### src/rtl/vid_cfg.svh
`ifndef VID_CFG_SVH
`define VID_CFG_SVH

// Bus command codes
`define VID_CMD_WR_REQ   3'b100
`define VID_CMD_WR_RESP  3'b101
`define VID_CMD_RD_REQ   3'b010
`define VID_CMD_DATA     3'b011

`define VID_LEN_4        2'b10          // Four-beat burst length code
`define VID_BURST_BEATS  4
`define VID_FIFO_DEPTH   32             // Pixel words
`define VID_FIFO_AW      5              // Pointer width for the FIFO depth

// Register offsets
`define VID_OFS_CR       32'h0000_0000
`define VID_OFS_H1       32'h0000_0028
`define VID_OFS_H2       32'h0000_0030
`define VID_OFS_V1       32'h0000_0038
`define VID_OFS_V2       32'h0000_0040
`define VID_OFS_BASE     32'h0000_0048
`define VID_OFS_LINEINC  32'h0000_0050

`endif

### src/rtl/vid_pkg.sv
`default_nettype none

package vid_pkg;

    // Pixel or line position
    typedef logic [12:0] coord_t;

    // Bus address or data word
    typedef logic [31:0] bus_word_t;

    typedef logic [23:0] pixel_t;       // Packed RGB, red in the top byte

    typedef logic [2:0]  cmd_t;         // Bus command code

    typedef logic [5:0]  div_t;         // Pixel clock divider

    // Burst fetch sequencing
    typedef enum logic [1:0] {
        fetch_idle,
        fetch_req,
        fetch_data
    } fetch_state_t;

endpackage

`default_nettype wire

### src/rtl/vid_reg_file.sv
`timescale 1ns/1ps
`default_nettype none
`include "vid_cfg.svh"

module vid_reg_file (
    input  wire logic              clk,
    input  wire logic              rst_n,
    input  wire logic              sel_in,
    input  wire vid_pkg::cmd_t     cmd_in,
    input  wire vid_pkg::bus_word_t addr_data_in,
    output logic                   en,
    output vid_pkg::div_t          pcnt,
    output vid_pkg::coord_t        hend,
    output vid_pkg::coord_t        hsize,
    output vid_pkg::coord_t        hsync_start,
    output vid_pkg::coord_t        hsync_end,
    output vid_pkg::coord_t        vend,
    output vid_pkg::coord_t        vsize,
    output vid_pkg::coord_t        vsync_start,
    output vid_pkg::coord_t        vsync_end,
    output vid_pkg::bus_word_t     base_address,
    output vid_pkg::bus_word_t     line_inc,
    output logic                   wr_resp
);

    vid_pkg::bus_word_t addr_q;
    logic               wr_req_hit;

    // A data cycle is never taken as a new request
    assign wr_req_hit = sel_in && (cmd_in == `VID_CMD_WR_REQ) && !wr_resp;

    always_ff @(posedge clk) begin
        if (!rst_n) begin
            wr_resp <= 1'b0;
            en      <= 1'b0;
        end else begin
            wr_resp <= wr_req_hit;      // High during the data cycle
            if (wr_resp && (addr_q == `VID_OFS_CR)) begin
                en <= addr_data_in[3];
            end
        end
    end

    always_ff @(posedge clk) begin
        if (wr_req_hit) begin
            addr_q <= addr_data_in;     // Address phase
        end
        if (wr_resp) begin
            case (addr_q)
                `VID_OFS_CR:      pcnt <= addr_data_in[9:4];
                `VID_OFS_H1: begin
                    hend  <= addr_data_in[12:0];
                    hsize <= addr_data_in[25:13];
                end
                `VID_OFS_H2: begin
                    hsync_start <= addr_data_in[25:13];
                    hsync_end   <= addr_data_in[12:0];
                end
                `VID_OFS_V1: begin
                    vend  <= addr_data_in[12:0];
                    vsize <= addr_data_in[25:13];
                end
                `VID_OFS_V2: begin
                    vsync_start <= addr_data_in[25:13];
                    vsync_end   <= addr_data_in[12:0];
                end
                `VID_OFS_BASE:    base_address <= addr_data_in;
                `VID_OFS_LINEINC: line_inc     <= addr_data_in;
                default: ;                      // Unknown offset ignored
            endcase
        end
    end

endmodule

`default_nettype wire

### src/rtl/vid_timing.sv
`timescale 1ns/1ps
`default_nettype none

module vid_timing (
    input  wire logic            clk,
    input  wire logic            rst_n,
    input  wire logic            en,
    input  wire vid_pkg::div_t   pcnt,
    input  wire vid_pkg::coord_t hend,
    input  wire vid_pkg::coord_t hsize,
    input  wire vid_pkg::coord_t hsync_start,
    input  wire vid_pkg::coord_t hsync_end,
    input  wire vid_pkg::coord_t vend,
    input  wire vid_pkg::coord_t vsize,
    input  wire vid_pkg::coord_t vsync_start,
    input  wire vid_pkg::coord_t vsync_end,
    output logic                 hsync,
    output logic                 hblank,
    output logic                 vsync,
    output logic                 vblank,
    output logic                 pop
);

    vid_pkg::div_t   div_cnt;
    vid_pkg::coord_t h_count;
    vid_pkg::coord_t v_count;
    logic            pixel_tick;
    logic            h_active;
    logic            v_active;

    assign pixel_tick = en && (div_cnt == pcnt);    // One every pcnt+1 clocks
    assign h_active   = (h_count < hsize);
    assign v_active   = (v_count < vsize);
    assign pop        = pixel_tick && h_active && v_active;

    always_ff @(posedge clk) begin
        if (!rst_n || !en) begin
            div_cnt <= '0;
            h_count <= '0;
            v_count <= '0;
            hsync   <= 1'b0;
            hblank  <= 1'b0;
            vsync   <= 1'b0;
            vblank  <= 1'b0;
        end else if (pixel_tick) begin
            div_cnt <= '0;
            // Outputs describe the position just ticked
            hblank  <= !h_active;
            vblank  <= !v_active;
            hsync   <= (h_count >= hsync_start) && (h_count < hsync_end);
            vsync   <= (v_count >= vsync_start) && (v_count < vsync_end);
            if (h_count == hend) begin
                h_count <= '0;
                if (v_count == vend) begin
                    v_count <= '0;              // Frame wrap
                end else begin
                    v_count <= v_count + 1'b1;
                end
            end else begin
                h_count <= h_count + 1'b1;
            end
        end else begin
            div_cnt <= div_cnt + 1'b1;
        end
    end

endmodule

`default_nettype wire

### src/rtl/vid_fetch_fsm.sv
`timescale 1ns/1ps
`default_nettype none
`include "vid_cfg.svh"

module vid_fetch_fsm (
    input  wire logic               clk,
    input  wire logic               rst_n,
    input  wire logic               en,
    input  wire vid_pkg::bus_word_t base_address,
    input  wire vid_pkg::bus_word_t line_inc,
    input  wire vid_pkg::coord_t    hsize,
    input  wire vid_pkg::coord_t    vsize,
    input  wire logic               wr_resp,
    input  wire vid_pkg::cmd_t      cmd_in,
    input  wire vid_pkg::bus_word_t addr_data_in,
    input  wire logic               ack_in,
    input  wire logic [`VID_FIFO_AW:0] free_count,
    output logic                    req_out,
    output vid_pkg::cmd_t           cmd_out,
    output logic [1:0]              len_out,
    output vid_pkg::bus_word_t      addr_data_out,
    output logic                    push,
    output vid_pkg::bus_word_t      push_data
);

    vid_pkg::fetch_state_t state;
    vid_pkg::coord_t       word_pos;        // First word of the next burst
    vid_pkg::coord_t       line_pos;
    vid_pkg::bus_word_t    line_addr;       // Start address of the current line
    logic [1:0]            beat_cnt;
    logic                  last_beat;
    vid_pkg::bus_word_t    burst_addr;

    assign burst_addr = line_addr + {17'd0, word_pos, 2'b00};
    assign push       = (state == vid_pkg::fetch_data) && (cmd_in == `VID_CMD_DATA);
    assign push_data  = addr_data_in;
    assign last_beat  = push && (beat_cnt == 2'(`VID_BURST_BEATS - 1));

    // Write response takes priority on the command lines
    assign req_out       = (state == vid_pkg::fetch_req);
    assign len_out       = req_out ? `VID_LEN_4 : 2'b00;
    assign addr_data_out = req_out ? burst_addr : '0;
    assign cmd_out       = wr_resp ? `VID_CMD_WR_RESP :
                           (req_out ? `VID_CMD_RD_REQ : 3'b000);

    always_ff @(posedge clk) begin
        if (!rst_n) begin
            state     <= vid_pkg::fetch_idle;
            word_pos  <= '0;
            line_pos  <= '0;
            line_addr <= '0;
            beat_cnt  <= '0;
        end else begin
            case (state)
                vid_pkg::fetch_idle: begin
                    if (!en) begin
                        word_pos  <= '0;                // Hold at frame start
                        line_pos  <= '0;
                        line_addr <= base_address;
                    end else if (free_count >= (`VID_FIFO_AW + 1)'(`VID_BURST_BEATS)) begin
                        state <= vid_pkg::fetch_req;
                    end
                end
                vid_pkg::fetch_req: begin
                    beat_cnt <= '0;
                    if (ack_in) begin
                        state <= vid_pkg::fetch_data;
                    end
                end
                vid_pkg::fetch_data: begin
                    if (push) begin
                        beat_cnt <= beat_cnt + 1'b1;
                    end
                    if (last_beat) begin
                        state <= vid_pkg::fetch_idle;
                        if (word_pos + vid_pkg::coord_t'(`VID_BURST_BEATS) >= hsize) begin
                            word_pos <= '0;
                            if (line_pos == vsize - 1'b1) begin
                                line_pos  <= '0;        // Back to the first line
                                line_addr <= base_address;
                            end else begin
                                line_pos  <= line_pos + 1'b1;
                                line_addr <= line_addr + line_inc;
                            end
                        end else begin
                            word_pos <= word_pos + vid_pkg::coord_t'(`VID_BURST_BEATS);
                        end
                    end
                end
                default: state <= vid_pkg::fetch_idle;
            endcase
        end
    end

endmodule

`default_nettype wire

### src/rtl/vid_line_fifo.sv
`timescale 1ns/1ps
`default_nettype none
`include "vid_cfg.svh"

module vid_line_fifo (
    input  wire logic               clk,
    input  wire logic               rst_n,
    input  wire logic               push,
    input  wire vid_pkg::bus_word_t push_data,
    input  wire logic               pop,
    output logic [`VID_FIFO_AW:0]   free_count,
    output logic [7:0]              r,
    output logic [7:0]              g,
    output logic [7:0]              b
);

    vid_pkg::bus_word_t         mem [`VID_FIFO_DEPTH];
    logic [`VID_FIFO_AW-1:0]    wr_ptr;
    logic [`VID_FIFO_AW-1:0]    rd_ptr;
    logic [`VID_FIFO_AW:0]      count;
    logic                       pop_ok;
    vid_pkg::pixel_t            pix_q;

    assign pop_ok     = pop && (count != '0);   // Empty pop leaves the pointers alone
    assign free_count = (`VID_FIFO_AW + 1)'(`VID_FIFO_DEPTH) - count;
    assign r          = pix_q[23:16];
    assign g          = pix_q[15:8];
    assign b          = pix_q[7:0];

    always_ff @(posedge clk) begin
        if (push) begin
            mem[wr_ptr] <= push_data;
        end
    end

    always_ff @(posedge clk) begin
        if (!rst_n) begin
            wr_ptr <= '0;
            rd_ptr <= '0;
            count  <= '0;
            pix_q  <= '0;
        end else begin
            wr_ptr <= wr_ptr + {{(`VID_FIFO_AW-1){1'b0}}, push};
            rd_ptr <= rd_ptr + {{(`VID_FIFO_AW-1){1'b0}}, pop_ok};
            case ({push, pop_ok})
                2'b10:   count <= count + 1'b1;
                2'b01:   count <= count - 1'b1;
                default: count <= count;
            endcase
            pix_q <= pop_ok ? mem[rd_ptr][23:0] : '0;   // Black outside active pixels
        end
    end

endmodule

`default_nettype wire

### src/rtl/vid_ctrl.sv
`timescale 1ns/1ps
`default_nettype none
`include "vid_cfg.svh"

module vid_ctrl (
    input  wire logic               clk,
    input  wire logic               rst_n,
    input  wire logic               sel_in,
    input  wire vid_pkg::cmd_t      cmd_in,
    input  wire logic [1:0]         len_in,     // Bus compatibility only
    input  wire vid_pkg::bus_word_t addr_data_in,
    input  wire logic               ack_in,
    output logic                    req_out,
    output logic [1:0]              len_out,
    output vid_pkg::bus_word_t      addr_data_out,
    output vid_pkg::cmd_t           cmd_out,
    output logic                    hsync,
    output logic                    hblank,
    output logic                    vsync,
    output logic                    vblank,
    output logic [7:0]              r,
    output logic [7:0]              g,
    output logic [7:0]              b
);

    logic                  en;
    logic                  wr_resp;
    logic                  pop;
    logic                  push;
    vid_pkg::div_t         pcnt;
    vid_pkg::coord_t       hend, hsize, hsync_start, hsync_end;
    vid_pkg::coord_t       vend, vsize, vsync_start, vsync_end;
    vid_pkg::bus_word_t    base_address;
    vid_pkg::bus_word_t    line_inc;
    vid_pkg::bus_word_t    push_data;
    logic [`VID_FIFO_AW:0] free_count;

    vid_reg_file u_reg_file (
        .clk, .rst_n, .sel_in, .cmd_in, .addr_data_in,
        .en, .pcnt, .hend, .hsize, .hsync_start, .hsync_end,
        .vend, .vsize, .vsync_start, .vsync_end,
        .base_address, .line_inc, .wr_resp
    );

    vid_timing u_timing (
        .clk, .rst_n, .en, .pcnt, .hend, .hsize, .hsync_start, .hsync_end,
        .vend, .vsize, .vsync_start, .vsync_end,
        .hsync, .hblank, .vsync, .vblank, .pop
    );

    vid_fetch_fsm u_fetch_fsm (
        .clk, .rst_n, .en, .base_address, .line_inc, .hsize, .vsize, .wr_resp,
        .cmd_in, .addr_data_in, .ack_in, .free_count,
        .req_out, .cmd_out, .len_out, .addr_data_out, .push, .push_data
    );

    vid_line_fifo u_line_fifo (
        .clk, .rst_n, .push, .push_data, .pop, .free_count, .r, .g, .b
    );

endmodule

`default_nettype wire

### config.mk
export PLATFORM = sky130hd
export DESIGN_NAME = vid_ctrl
export DESIGN_NICKNAME = d
export VERILOG_FILES = /design/src/rtl/vid_pkg.sv /design/src/rtl/vid_reg_file.sv /design/src/rtl/vid_timing.sv /design/src/rtl/vid_fetch_fsm.sv /design/src/rtl/vid_line_fifo.sv /design/src/rtl/vid_ctrl.sv
export VERILOG_INCLUDE_DIRS = /design/src /design/src/rtl
export SDC_FILE = /design/constraint.sdc
export NUM_CORES = 1
export LEC_CHECK = 0
export ABC_AREA = 1
export BUFFER_PORTS_ARGS = -buffer_cell sky130_fd_sc_hd__buf_2
export CAP_MARGIN = 20
export CORE_ASPECT_RATIO = 1.2
export CORE_MARGIN = 2
export CORE_UTILIZATION = 55
export DETAILED_ROUTE_END_ITERATION = 7
export PLACE_DENSITY = 0.71
export SLEW_MARGIN = 15
export SYNTH_ARGS = -nofsm -noshare
export SYNTH_HDL_FRONTEND = slang
export SYNTH_SLANG_ARGS = --single-unit
### constraint.sdc
create_clock -name clk -period 4.2 [get_ports clk]
set_clock_uncertainty 0.15 [all_clocks]
set_input_delay 0.21 -clock clk [delete_from_list [all_inputs] [get_ports clk]]
set_output_delay 0.21 -clock clk [all_outputs]
set_load 0.03 [all_outputs]
==> qor.csv <==
metric;value;unit
status;complete, no violations;
post_detailed_placement_half_perimeter_wirelength;76000;um
route.detailed.vias_per_inst;5.88;
synthDominantCellAreaShare;59.5;%
net_count_of_the_mapped_netlist;4691;
power_report.internal_total;0.0179;W
power.share.sequential;53.9;%
die_w;277;um
ant_nets;0;
slowest_stage;sky130_fd_sc_hd__ha_1;
final.min_clock_period;3.85;ns
ys_types;54;
timing.hold.worst.class;in2reg;
slew_headroom;21.0;%
net-switching-power;0.00442;W
dp.cells;5646;
syn2layout_area_growth;11.9;%
grt_start_max_net_pins;128;
p_leak;20.3;nW
num-fill-cells;6866;
synthesis.yosys.warnings;0;
initial_antenna_violation_count;1;
cts-root-buf;sky130_fd_sc_hd__clkbuf_16;
via_count;34473;
crit_path_frequent_cell;sky130_fd_sc_hd__nand2_1;
worstSetupEndpointType;output pin;
timing.hold.ws;0.0562;ns
multi_input_comb_area;0.0151;mm^2
gp_congestion;0.942;
final-setup-viol-count;0;
slowest_delay;0.39;ns
timing.critical_path.from_type;flop;
cts.reportedPaths.clkPinSlew;0.06;ns
timing.critical_path.arrival;3.49;ns
h-tree-depth;3;
post_cts.repair.setup_buffers;0;
fmax;260;MHz
place.port_buffers;103;
post_layout_nonfiller_instances;5861;
swShare;19.8;%
ioPinCount;107;
synth_top_area_cell;sky130_fd_sc_hd__edfxtp_1;
rsz0062_at_grt;false;
detail_route.drc_violations;0;
netlist_instances;4505;
rows;120;
floorplan.die.height;332;um
cts_num_sinks;1112;
number_of_failing_hold_endpoints_at_the_final_stage;0;
criticalPathCategory;reg2out;
synth.cell_area;0.0492;mm^2
postSynthAreaPerCell;10.9;um^2
initial_core_utilization;55.3;%
wirelength;128000;um
synth-seq-cells;1112;
powerDensity;406;mW/mm^2
globalRouteTotalUtil;27.5;%
nets;4796;
crit_path_cell_trace;ha_1, nand2_1, nor2_1, nand2_1, o21ai_2, nand2_1, nor2_2, nand2_1, nor2_2, o21ai_0, a21oi_1, buf_2;
data_required_time_at_the_worst_endpoint;3.84;ns
synth-seq-area-share;65.1;%
maximum_vdd_drop;0.000400;V
drt_first_pass_iters;7;
tcrit_tclk_final;91.6;%
tritoncts;yes;
core_area;0.0889;mm^2
p_comb_share;1.7;%
totalNegativeSetupSlack;0;ns
timing_worst_slew_pin_value;1.18;ns
layout_cell_share_with_drive_strength_beyond_1;10.6;%
numCtsBuffers;106;
via_count_of_the_first_global_routing_pass;33058;
timing.critical_path.fanout_max;8;
ff_latch_area;0.0320;mm^2
timing.final.max_slew_violations;0;
grt_remaining_overflow;0;
wire_length_of_the_first_global_routing_pass;193000;um
clock_tree.buffer_depth;3;
wl_per_cell;21.8;um
power_frac_clock;44.4;%
netlist_top_cells_area;sky130_fd_sc_hd__edfxtp_1 59%, sky130_fd_sc_hd__dfxtp_1 5.6%, sky130_fd_sc_hd__nand2_1 5.1%, sky130_fd_sc_hd__nor2_1 4.4%, sky130_fd_sc_hd__o21ai_0 4.3%;
drtIter0Drc;3694;
die_area;0.0919;mm^2
max_cap_viol_count;0;
clkLatencyLatePin;0.69;ns
-- registers in the layout, indices dropped and copies added (netlist names), 5 cells and up --
register	count
u_fetch_fsm.line_addr	32
u_fetch_fsm.line_pos	13
u_fetch_fsm.word_pos	11
u_line_fifo.count	6
u_line_fifo.mem	768
u_line_fifo.pix_q	24
u_line_fifo.rd_ptr	5
u_line_fifo.wr_ptr	5
u_reg_file.addr_q	32
u_reg_file.base_address	32
u_reg_file.hend	13
u_reg_file.hsize	13
u_reg_file.hsync_end	13
u_reg_file.hsync_start	13
u_reg_file.line_inc	32
u_reg_file.pcnt	6
u_reg_file.vend	13
u_reg_file.vsize	13
u_reg_file.vsync_end	13
u_reg_file.vsync_start	13
u_timing.div_cnt	6
u_timing.h_count	13
u_timing.v_count	13
-- Yosys cell counts (all sizes together) --
cell       n
a21oi    188
xnor2     41
nor2     588
xor2      47
nor3b      5
o22ai    108
and3       5
a221o      1
o21ai    533
a211oi     2
nor4b      1
a21o       5
conb       1
a21boi     2
o211ai     3
o221ai    87
o2111ai    1
clkbuf   171
o21a       2
fa         2
nand2    671
or2       12
nor3      51
nor4      23
and2       5
nand3    220
a2111oi    1
ha       143
buf       37
o21bai     3
a31oi      5
edfxtp   974
inv      362
dfxtp    138
nand4     45
clkinv     3
o31ai      1
nand3b    18
-- per-layer routing --
metal / share of wire, % / vias to the layer above / global-route usage, %
li1: - / 16170 / -
met1: 39 / 16726 / 34.6
met2: 50 / 1315 / 48.2
met3: 6.7 / 260 / 2.96
met4: 4.2 / 2 / 12.3
met5: 0.010 / - / 0
-- worst paths after layout --
check,from,end,slack (ns),depth (start not counted)
max,u_fetch_fsm.word_pos[10]$_SDFFE_PN0P_,addr_data_out[23],0.35,12
min,addr_data_in[14],u_line_fifo.mem[6][14]$_DFFE_PP_,0.06,1
max reg2reg,u_reg_file.vsize[8]$_DFFE_PP_,u_line_fifo.count[5]$_SDFFE_PN0P_,0.39,21
min reg2reg,u_fetch_fsm.beat_cnt[0]$_SDFFE_PN0P_,u_fetch_fsm.beat_cnt[0]$_SDFFE_PN0P_,0.31,1
-- power groups by stage --
| stage | logic (W) | registers, W | clock network, W |
|---|---|---|---|
| 5_1_grt | 0.000396 | 0.0120 | 0.0104 |
| 6_report | 0.000369 | 0.0120 | 0.00992 |
| 4_1_cts | 0.000369 | 0.0120 | 0.0100 |
| 2_1_floorplan | 0.0000991 | 0.0123 | 0 |
| 3_3_place_gp | 0.000353 | 0.0123 | 0 |
| 3_5_place_dp | 0.000358 | 0.0123 | 0 |
-- final cells by class --
| type | instances | share of cell area (%) |
|---|---|---|
| tap | 1159 | 2.63 |
| sequential | 1112 | 58.2 |
| antenna | 3 | 0.0136 |
| clock inverter | 56 | 1.28 |
| clock buffer | 141 | 5.36 |
| inverter | 365 | 2.51 |
| multi-input combinational | 2820 | 27.4 |
| timing repair buffer | 205 | 2.67 |
-- timing repair --
| action | in CTS | in global routing |
|---|---|---|
| hold endpoints to repair | 83 | 0 |
| gates resized for setup | 0 | 1 |
| hold buffers | 15 | 0 |
| endpoints found under the setup margin | 0 | 2 |
-- critical path: cells and delay by family (launching register included) --
kind | cells | cell delay (ns)
simple gates | 7 | 1.27
fa+ha+maj | 1 | 0.39
flops | 1 | 0.36
compound gates | 3 | 0.58
buf+inv | 1 | 0.21
-- cells by family (layout without fill, tap and decap cells) --
group / Yosys count / after routing / synth area share (%)
XOR/XNOR: 88 / 88 / 1.57
other: 1 / 4 / 0.00762
AO/OA/AOI/OAI: 942 / 942 / 10.8
AND/OR/NAND/NOR: 1644 / 1644 / 14.3
buffers and inverters: 573 / 767 / 4.54
adder cells (fa/ha/maj): 145 / 145 / 3.72
flip-flops: 1112 / 1112 / 65.1
-- per-stage QoR --
| step | power, W | instance area (um^2) | setup WS, ns | utilization [%] |
|---|---|---|---|---|
| 2_1_floorplan | 0.0124 | 49200 | 0.877 | - |
| 3_3_place_gp | 0.0126 | 51200 | 0.538 | 57.6 |
| 3_5_place_dp | 0.0126 | 51200 | 0.471 | 57.6 |
| 4_1_cts | 0.0224 | 55000 | 0.111 | 61.9 |
| 5_1_grt | 0.0229 | 55000 | 0.0726 | 61.9 |
| 6_report | 0.0223 | 55000 | 0.351 | 61.9 |
-- placed cells by master, fill, tap and decap left out, types with 14 or more instances in the layout --
cell type                       instances
sky130_fd_sc_hd__ha_1                 143
sky130_fd_sc_hd__a21oi_1              167
sky130_fd_sc_hd__nor2_2                43
sky130_fd_sc_hd__buf_2                103
sky130_fd_sc_hd__nand3b_1              18
sky130_fd_sc_hd__o221ai_1              87
sky130_fd_sc_hd__nor4_1                22
sky130_fd_sc_hd__o22ai_1              108
sky130_fd_sc_hd__nand2_1              668
sky130_fd_sc_hd__buf_4                 75
sky130_fd_sc_hd__nand4_1               45
sky130_fd_sc_hd__o21ai_0              427
sky130_fd_sc_hd__edfxtp_1             974
sky130_fd_sc_hd__clkbuf_16            111
sky130_fd_sc_hd__inv_2                 26
sky130_fd_sc_hd__dfxtp_1              134
sky130_fd_sc_hd__inv_1                334
sky130_fd_sc_hd__clkbuf_1              24
sky130_fd_sc_hd__nor2_1               544
sky130_fd_sc_hd__o21ai_1              105
sky130_fd_sc_hd__nor3_1                49
sky130_fd_sc_hd__xnor2_1               41
sky130_fd_sc_hd__clkinv_2              15
sky130_fd_sc_hd__nand3_2               29
sky130_fd_sc_hd__dlygate4sd3_1         15
sky130_fd_sc_hd__bufinv_16             14
sky130_fd_sc_hd__nand3_1              191
sky130_fd_sc_hd__xor2_1                47
sky130_fd_sc_hd__a21oi_2               21
Note: power is estimated with default switching activity, not from simulation.
